<file path="src/hdl/jag_io_pkg.sv">
package jag_io_pkg;

	// EEPROM geometry, 93C46 in 16-bit mode
	typedef logic [15:0] ee_word_t;    // One data word
	typedef logic [5:0]  ee_addr_t;    // Word address
	typedef logic [8:0]  ee_instr_t;   // Start bit, opcode, address
	typedef logic [3:0]  ee_cnt_t;     // Data bits taken during a write

	// Top bit set means the internal write sequence owns the RAM
	typedef enum logic [2:0] {
		EE_IDLE     = 3'b000,   // Waiting for start bit and instruction
		EE_DATA     = 3'b001,   // Taking 16 data bits
		EE_READ     = 3'b010,   // Shifting the word out
		EE_WR_BEGIN = 3'b100,
		EE_WR_WRITE = 3'b101,
		EE_WR_LOOP  = 3'b110,
		EE_WR_END   = 3'b111
	} ee_state_e;

	// Audio path
	typedef logic [15:0] audio_sample_t;
	typedef logic [4:0]  i2s_cnt_t;    // Bit 4 set once the slot is full

	localparam int       EE_WORDS  = 64;
	localparam ee_word_t EE_ERASED = 16'hFFFF;

	// Opcodes, the two bits after the start bit
	localparam logic [1:0] EE_OP_READ  = 2'b10;
	localparam logic [1:0] EE_OP_WRITE = 2'b01;
	localparam logic [1:0] EE_OP_ERASE = 2'b11;
	localparam logic [1:0] EE_OP_EXT   = 2'b00;   // Sub-code in the top address bits

	// Extended sub-codes
	localparam logic [1:0] EE_EXT_EWDS = 2'b00;   // Write disable
	localparam logic [1:0] EE_EXT_WRAL = 2'b01;   // Write all
	localparam logic [1:0] EE_EXT_ERAL = 2'b10;   // Erase all
	localparam logic [1:0] EE_EXT_EWEN = 2'b11;   // Write enable

endpackage

</file>
<file path="src/hdl/edge_flop.sv">
module edge_flop (
	input  logic sys_clk,
	input  logic clk_i,       // Slow clock, rising edge only
	input  logic set_n_i,     // Active low, wins over clear
	input  logic clear_n_i,   // Active low
	input  logic d_i,
	output logic q_o
);

	logic clk_prev = 1'b0;
	logic q_latch  = 1'b0;
	logic clk_rise;

	assign clk_rise = ~clk_prev & clk_i;

	always_ff @(posedge sys_clk) begin
		clk_prev <= clk_i;
		if (!set_n_i) begin
			q_latch <= 1'b1;
		end else if (!clear_n_i) begin
			q_latch <= 1'b0;
		end else if (clk_rise) begin
			q_latch <= d_i;   // Sample on the detected edge
		end
	end

	// New value visible in the edge cycle itself, like the real part
	assign q_o = !set_n_i   ? 1'b1 :
	             !clear_n_i ? 1'b0 :
	             clk_rise   ? d_i  :
	                          q_latch;

endmodule

</file>
<file path="src/hdl/ee_save_ram.sv">
module ee_save_ram (
	input  logic                 sys_clk,
	input  jag_io_pkg::ee_addr_t addr_i,
	input  jag_io_pkg::ee_word_t wdata_i,
	input  logic                 we_i,
	output jag_io_pkg::ee_word_t rdata_o
);

	import jag_io_pkg::*;

	// Save contents, blank part at power-up
	ee_word_t mem [EE_WORDS];

	initial begin
		for (int i = 0; i < EE_WORDS; i++) begin
			mem[i] = EE_ERASED;
		end
	end

	always_ff @(posedge sys_clk) begin
		if (we_i) begin
			mem[addr_i] <= wdata_i;
		end
		rdata_o <= mem[addr_i];   // Old data on a write cycle
	end

endmodule

</file>
<file path="src/hdl/ee_serial_ctrl.sv">
module ee_serial_ctrl (
	input  logic                 sys_clk,
	input  logic                 xresetl,
	input  logic                 cs_i,
	input  logic                 sk_i,
	input  logic                 di_i,
	output logic                 do_o,          // Data out, also ready/busy
	output jag_io_pkg::ee_addr_t mem_addr_o,
	output jag_io_pkg::ee_word_t mem_wdata_o,
	output logic                 mem_we_o,
	input  jag_io_pkg::ee_word_t mem_rdata_i
);

	import jag_io_pkg::*;

	ee_state_e state;
	ee_instr_t ir;            // Instruction shift register
	ee_cnt_t   cnt;           // Data bit counter
	ee_word_t  dr;            // Data in, or read word going out
	ee_addr_t  wr_addr;       // Address of the internal write
	ee_word_t  wr_data;
	logic      wr_loop;       // WRAL/ERAL walk the whole array
	logic      ewen;          // Write enable flag, survives CS low
	logic      sk_prev;
	logic      sk_rise;
	logic      dout_q;
	logic      we_q;
	logic      erase_kind;    // ERASE or ERAL, data forced blank

	assign sk_rise = ~sk_prev & sk_i;

	// ir already shifted at this point, opcode in [7:6]
	assign erase_kind = (ir[7:6] == EE_OP_ERASE) ||
	                    ((ir[7:6] == EE_OP_EXT) && (ir[5:4] == EE_EXT_ERAL));

	assign do_o        = dout_q;
	assign mem_we_o    = we_q;
	assign mem_wdata_o = wr_data;

	// Outside the write states the RAM sees the address still coming in,
	// so the read word is ready on the completing edge
	assign mem_addr_o = state[2] ? wr_addr : {ir[4:0], di_i};

	always_ff @(posedge sys_clk) begin
		sk_prev <= sk_i;
		we_q    <= 1'b0;   // Single cycle strobe
		if (!xresetl) begin
			state   <= EE_IDLE;
			ir      <= '0;
			cnt     <= '0;
			dout_q  <= 1'b1;   // Ready
			wr_loop <= 1'b0;
			ewen    <= 1'b0;
		end else if (!cs_i) begin
			// Deselect aborts whatever is going on
			state   <= EE_IDLE;
			ir      <= '0;
			cnt     <= '0;
			dout_q  <= 1'b1;
			wr_loop <= 1'b0;
		end else if (state[2]) begin
			// Internal write sequence, runs off sys_clk alone
			case (state)
				EE_WR_BEGIN: begin
					dout_q  <= 1'b0;   // Busy
					wr_loop <= (ir[7:6] == EE_OP_EXT);
					wr_addr <= (ir[7:6] == EE_OP_EXT) ? '0 : ir[5:0];
					wr_data <= erase_kind ? EE_ERASED : dr;
					state   <= EE_WR_WRITE;
				end
				EE_WR_WRITE: begin
					we_q  <= ewen;   // Locked part runs the sequence but keeps data
					state <= EE_WR_LOOP;
				end
				EE_WR_LOOP: begin
					if (!wr_loop || (wr_addr == '1)) begin
						state <= EE_WR_END;
					end else begin
						wr_addr <= wr_addr + 1'b1;   // RAM still takes the old address
						state   <= EE_WR_WRITE;
					end
				end
				EE_WR_END: begin
					dout_q <= 1'b1;   // Ready again
					state  <= EE_IDLE;
				end
				default: state <= EE_IDLE;
			endcase
		end else if (sk_rise) begin
			case (state)
				EE_IDLE: begin
					ir <= {ir[7:0], di_i};
					// Start bit reached ir[7], this edge brings the last address bit
					if (ir[7]) begin
						case (ir[6:5])
							EE_OP_READ: begin
								dr     <= mem_rdata_i;
								dout_q <= 1'b0;   // Dummy bit
								state  <= EE_READ;
							end
							EE_OP_WRITE: state <= EE_DATA;
							EE_OP_ERASE: state <= EE_WR_BEGIN;
							EE_OP_EXT: begin
								case (ir[4:3])
									EE_EXT_EWDS: ewen  <= 1'b0;
									EE_EXT_WRAL: state <= EE_DATA;
									EE_EXT_ERAL: state <= EE_WR_BEGIN;
									EE_EXT_EWEN: ewen  <= 1'b1;
								endcase
							end
						endcase
					end
				end
				EE_DATA: begin
					dr  <= {dr[14:0], di_i};   // MSB first
					cnt <= cnt + 1'b1;
					if (cnt == '1) begin
						state <= EE_WR_BEGIN;   // 16th bit in
					end
				end
				EE_READ: begin
					dout_q <= dr[15];
					dr     <= {dr[14:0], 1'b0};   // Zeros after the word
				end
				default: state <= EE_IDLE;
			endcase
		end
	end

endmodule

</file>
<file path="src/hdl/i2s_frame_rx.sv">
module i2s_frame_rx (
	input  logic                      sys_clk,
	input  logic                      xresetl,
	input  logic                      sck_i,
	input  logic                      ws_i,      // Low is left, high is right
	input  logic                      sd_i,
	output jag_io_pkg::audio_sample_t left_o,
	output jag_io_pkg::audio_sample_t right_o
);

	import jag_io_pkg::*;

	audio_sample_t cap_buf [2];   // Words being captured, index by side
	i2s_cnt_t      bit_cnt;
	logic          sck_prev;
	logic          ws_prev;       // WS seen at the last falling edge
	logic          side;          // Channel of the current slot
	logic          frame_next;    // WS changed, resync on next rise
	logic          sck_fall;
	logic          sck_rise;

	assign sck_fall = sck_prev & ~sck_i;
	assign sck_rise = ~sck_prev & sck_i;

	always_ff @(posedge sys_clk) begin
		sck_prev <= sck_i;
		if (!xresetl) begin
			ws_prev    <= ws_i;
			side       <= ws_i;
			frame_next <= 1'b0;
			bit_cnt    <= 5'h10;   // Nothing captured before the first sync
			left_o     <= '0;
			right_o    <= '0;
		end else begin
			// Data valid on the falling edge
			if (sck_fall) begin
				if (!bit_cnt[4]) begin   // Bits past 16 dropped
					bit_cnt <= bit_cnt + 1'b1;
					cap_buf[side][4'd15 - bit_cnt[3:0]] <= sd_i;
				end
				ws_prev <= ws_i;
				if (ws_prev != ws_i) begin
					frame_next <= 1'b1;
				end
			end

			// Slot start on the rising edge after a WS change
			if (sck_rise && frame_next) begin
				bit_cnt    <= '0;
				side       <= ws_i;
				frame_next <= 1'b0;
				if (!ws_i) begin
					// New frame, publish the previous one as a pair
					left_o     <= cap_buf[0];
					right_o    <= cap_buf[1];
					cap_buf[0] <= '0;
					cap_buf[1] <= '0;
				end
			end
		end
	end

endmodule

</file>
<file path="src/hdl/jag_serial_io.sv">
module jag_serial_io (
	input  logic                      sys_clk,
	input  logic                      xresetl,
	input  logic                      ee_cs_i,
	input  logic                      ee_sk_i,
	input  logic                      ee_di_i,
	output logic                      ee_do_o,
	input  logic                      mute_clk_i,
	input  logic                      mute_d_i,     // 1 means sound on
	input  logic                      i2s_sck_i,
	input  logic                      i2s_ws_i,
	input  logic                      i2s_sd_i,
	output jag_io_pkg::audio_sample_t aud_l_o,
	output jag_io_pkg::audio_sample_t aud_r_o
);

	import jag_io_pkg::*;

	ee_addr_t mem_addr;
	ee_word_t mem_wdata;
	ee_word_t mem_rdata;
	logic     mem_we;
	logic     sound_on;     // Mute latch, low after reset
	logic     ws_clear_n;
	logic     ws_q;         // WS retimed to SCK rise

	// Serial EEPROM with its own save store
	ee_serial_ctrl u_ee_ctrl (
		.sys_clk     (sys_clk),
		.xresetl     (xresetl),
		.cs_i        (ee_cs_i),
		.sk_i        (ee_sk_i),
		.di_i        (ee_di_i),
		.do_o        (ee_do_o),
		.mem_addr_o  (mem_addr),
		.mem_wdata_o (mem_wdata),
		.mem_we_o    (mem_we),
		.mem_rdata_i (mem_rdata)
	);

	ee_save_ram u_ee_ram (
		.sys_clk (sys_clk),
		.addr_i  (mem_addr),
		.wdata_i (mem_wdata),
		.we_i    (mem_we),
		.rdata_o (mem_rdata)
	);

	edge_flop mute_ff (
		.sys_clk   (sys_clk),
		.clk_i     (mute_clk_i),
		.set_n_i   (1'b1),
		.clear_n_i (xresetl),   // Muted out of reset
		.d_i       (mute_d_i),
		.q_o       (sound_on)
	);

	// Muted holds WS low, so no frame ever starts
	assign ws_clear_n = sound_on & xresetl;

	edge_flop ws_ff (
		.sys_clk   (sys_clk),
		.clk_i     (i2s_sck_i),
		.set_n_i   (1'b1),
		.clear_n_i (ws_clear_n),
		.d_i       (i2s_ws_i),
		.q_o       (ws_q)
	);

	i2s_frame_rx u_i2s_rx (
		.sys_clk (sys_clk),
		.xresetl (xresetl),
		.sck_i   (i2s_sck_i),
		.ws_i    (ws_q),
		.sd_i    (i2s_sd_i),
		.left_o  (aud_l_o),
		.right_o (aud_r_o)
	);

endmodule

</file>
<file path="config.mk">
export PLATFORM = sky130hd
export DESIGN_NAME = jag_serial_io
export DESIGN_NICKNAME = d
export VERILOG_FILES = /design/src/hdl/jag_io_pkg.sv /design/src/hdl/edge_flop.sv /design/src/hdl/ee_save_ram.sv /design/src/hdl/ee_serial_ctrl.sv /design/src/hdl/i2s_frame_rx.sv /design/src/hdl/jag_serial_io.sv
export SDC_FILE = /design/constraint.sdc
export NUM_CORES = 1
export LEC_CHECK = 0
export ABC_AREA = 1
export BUFFER_PORTS_ARGS = -buffer_cell sky130_fd_sc_hd__buf_2
export CAP_MARGIN = 15
export CELL_PAD_IN_SITES_DETAIL_PLACEMENT = 1
export CELL_PAD_IN_SITES_GLOBAL_PLACEMENT = 1
export CORE_ASPECT_RATIO = 0.8
export CORE_UTILIZATION = 43
export DETAILED_ROUTE_END_ITERATION = 7
export GPL_ROUTABILITY_DRIVEN = 0
export PLACE_DENSITY_LB_ADDON = 0.3
export SKIP_LAST_GASP = 1
export SYNTH_ARGS = -nofsm -noshare
export SYNTH_HDL_FRONTEND = slang
export SYNTH_SLANG_ARGS = --single-unit
</file>
<file path="constraint.sdc">
create_clock -name sys_clk -period 3.79 [get_ports sys_clk]
set_input_delay 0 -clock sys_clk [delete_from_list [all_inputs] [get_ports sys_clk]]
set_output_delay 0 -clock sys_clk [all_outputs]
set_load 0.02 [all_outputs]
</file>
==> flow_metrics.env <==
export IMPL_outcome="complete, no violations"
export IMPL_row_count=111
export IMPL_wl_mm=148
export IMPL_core_area_um2=114000
export IMPL_design_area_um2=55900
export IMPL_cts_hold_buf=14
export IMPL_syn_inst=5009
export IMPL_p_per_area_nw_per_um2=477
export IMPL_crit_fanout=50
export IMPL_ant_nets=0
export IMPL_max_cap_violations=0
export IMPL_cts_tree="built"
export IMPL_ir_drop_mv=0.522
export IMPL_startpoint_type="register"
export IMPL_grt_pass1_vias=36800
export IMPL_drive_above_1_share_pct=7.54
export IMPL_grt_pass1_wl_mm=225
export IMPL_fin_crit_sh_pct=86.2
export IMPL_cts_made_buffers=117
export IMPL_max_freq_mhz=306
export IMPL_cts_setup_buffers=0
export IMPL_r2r_slack_ns=0.52
export IMPL_ys_seq_area_share_pct=68.8
export IMPL_dpl_hpwl_mm=85.6
export IMPL_place_area_um2=51900
export IMPL_vias=35900
export IMPL_rsz0062_at_grt="no"
export IMPL_slew_viol_final=0
export IMPL_synth_cell_types=36
export IMPL_initial_utilization_pct=43.4
export IMPL_cts_max_level=3
export IMPL_hold_class="primary input to register"
export IMPL_routed_via_density=5.35
export IMPL_fillers=12700
export IMPL_layout_commonest_cell="nand2_1"
export IMPL_synth_cell_area_um2=49600
export IMPL_die_h_um=306
export IMPL_post_drt_wl_per_cell_um=22.0
export IMPL_dr_pass1_iters=7
export IMPL_synth_avg_cell_area_um2=9.90
export IMPL_cp_data_required_time_ns=4.47
export IMPL_setup_violations=0
export IMPL_dp_cells=6469
export IMPL_fin_setup_tns_ns=0
export IMPL_grt_max_degree=182
export IMPL_critPathKind="register to register"
export IMPL_clock_sinks=1174
export IMPL_worstMarginPinSlew_ns=1.13
export IMPL_cp_end_kind="register"
export IMPL_area_growth_pct=12.6
export IMPL_clk_pin_slew_ns=0.06
export IMPL_die_w_um=382
export IMPL_maxSlewHeadroom_pct=24.2
export IMPL_yosysWarnings=0
export IMPL_num_nets_final=5098
export IMPL_drtIter0Drc=3107
export IMPL_arrival_ns=3.95
export IMPL_dieArea_um2=117000
export IMPL_fin_crit_ns=3.27
export IMPL_antenna_found_initial=4
export IMPL_synth_area_leader_cell="edfxtp_1"
export IMPL_gr_total_overflow=0
export IMPL_post_cts_resized=0
export IMPL_synth_seq_cells=1174
export IMPL_grtUsageTotal_pct=25.3
export IMPL_hold_viol=0
export IMPL_p_leak_uw=0.0234
export IMPL_skew_ns=0.0335
export IMPL_clockBufferDepth=3
export IMPL_synth_top_area_share_pct=64.4
export IMPL_final_cell_mix="nand2_1 (2790), edfxtp_1 (1064), nand3_1 (270), nor2_1 (194), inv_1 (135)"
export IMPL_drc=0
export IMPL_synthesis_nets=5028
export IMPL_ios=43
export IMPL_fin_cells=6701
export IMPL_worst_skew_pair_late_latency_ns=0.73
export IMPL_ys_top_cells_by_area="edfxtp_1 (64%), nand2_1 (21%), dfxtp_1 (4.4%), nand3_1 (2.7%), buf_2 (1.5%)"
export IMPL_port_buffers=42
export IMPL_cts_root_buffer="clkbuf_16"
[cell type report]
| cell class | instances | area, um^2 | area share (%) |
|---|---|---|---|
| sequential | 1174 | 34200 | 61.1 |
| multi-input combinational | 3438 | 13800 | 24.7 |
| clock buffer | 145 | 3080 | 5.52 |
| tap | 1525 | 1910 | 3.42 |
| timing repair buffer | 201 | 1720 | 3.07 |
| clock inverter | 70 | 651 | 1.16 |
| inverter | 147 | 564 | 1.01 |
| antenna | 1 | 2.50 | 0.00448 |
[sequential cells by signal, summed over array words and instances, names as in the netlist, 3 cells and up]
name and cells:
u_ee_ctrl.ir 8, u_ee_ctrl.dr 16, u_i2s_rx.cap_buf 32, u_i2s_rx.left_o 16
u_i2s_rx.right_o 16, u_ee_ctrl.state 3, u_ee_ctrl.mem_wdata_o 16, u_ee_ram.mem 1024
u_ee_ram.rdata_o 16, u_i2s_rx.bit_cnt 5, u_ee_ctrl.cnt 4, u_ee_ctrl.wr_addr 6
[per-layer routing]
layer / GRT usage, % / wire (um)
met1: 36.0 / 66500
met2: 40.6 / 68500
met3: 3.44 / 8720
met4: 6.87 / 3920
met5: 0 / 0
[through the flow]
step           worst slack [ns]  hold slack, ns  power [uW]  utilization [%]
2_1_floorplan              1.23          0.0277       15000                -
3_3_place_gp              0.602           0.119       15300             45.4
3_5_place_dp              0.516           0.124       15400             45.4
4_1_cts                   0.489          0.0845       26800             48.8
5_1_grt                   0.308           0.138       27400             48.8
6_report                  0.524           0.122       26700             48.8
[worst paths after layout]
| check | cells after the start | startpoint | end |
|---|---|---|---|
| max | 10 | u_ee_ctrl.state[2] | u_ee_ram.rdata_o[8] |
| min | 4 | i2s_sd_i | u_i2s_rx.cap_buf[1][0] |
| max reg2reg | 10 | u_ee_ctrl.state[2] | u_ee_ram.rdata_o[8] |
| min reg2reg | 2 | u_i2s_rx.frame_next | u_i2s_rx.frame_next |
[synth_stat cells, drive strengths merged]
cell type  count
a211oi         2
a21oi         22
a31oi          3
a32o           1
buf          180
clkbuf        70
dfxtp        110
edfxtp      1064
ha             9
inv          147
nand2       2800
nand3        270
nand4          2
nor2         195
nor3          14
nor4           1
o211ai         3
o21ai        107
o21bai         1
o22ai          1
o311a          1
o311ai         1
o31ai          3
o32ai          1
xnor2          1
[where the power goes]
part | switching, uW | leakage (uW) | internal [uW]
Combinational | 835 | 0.0111 | 305
Sequential | 22.8 | 0.0105 | 13900
Clock | 5000 | 0.00182 | 6550
[critical path, cell delays in order (launching register included)]
cell	delay (ns)
dfxtp_1	0.67
nand2_1	0.20
nand2_4	0.13
buf_4	0.69
buf_4	0.66
nand2_1	0.14
nand2_1	0.12
nand2_1	0.16
nand2_1	0.25
nor2_1	0.10
nand2_1	0.06
[cell families after synthesis]
kind of cell	Yosys count	share of synthesized area [%]
simple gates	3282	25.8
flops	1174	68.8
buf+inv	397	3.53
compound gates	146	1.63
fa+ha+maj	9	0.227
xor+xnor	1	0.0177
Note: power is estimated with default switching activity, not from simulation.
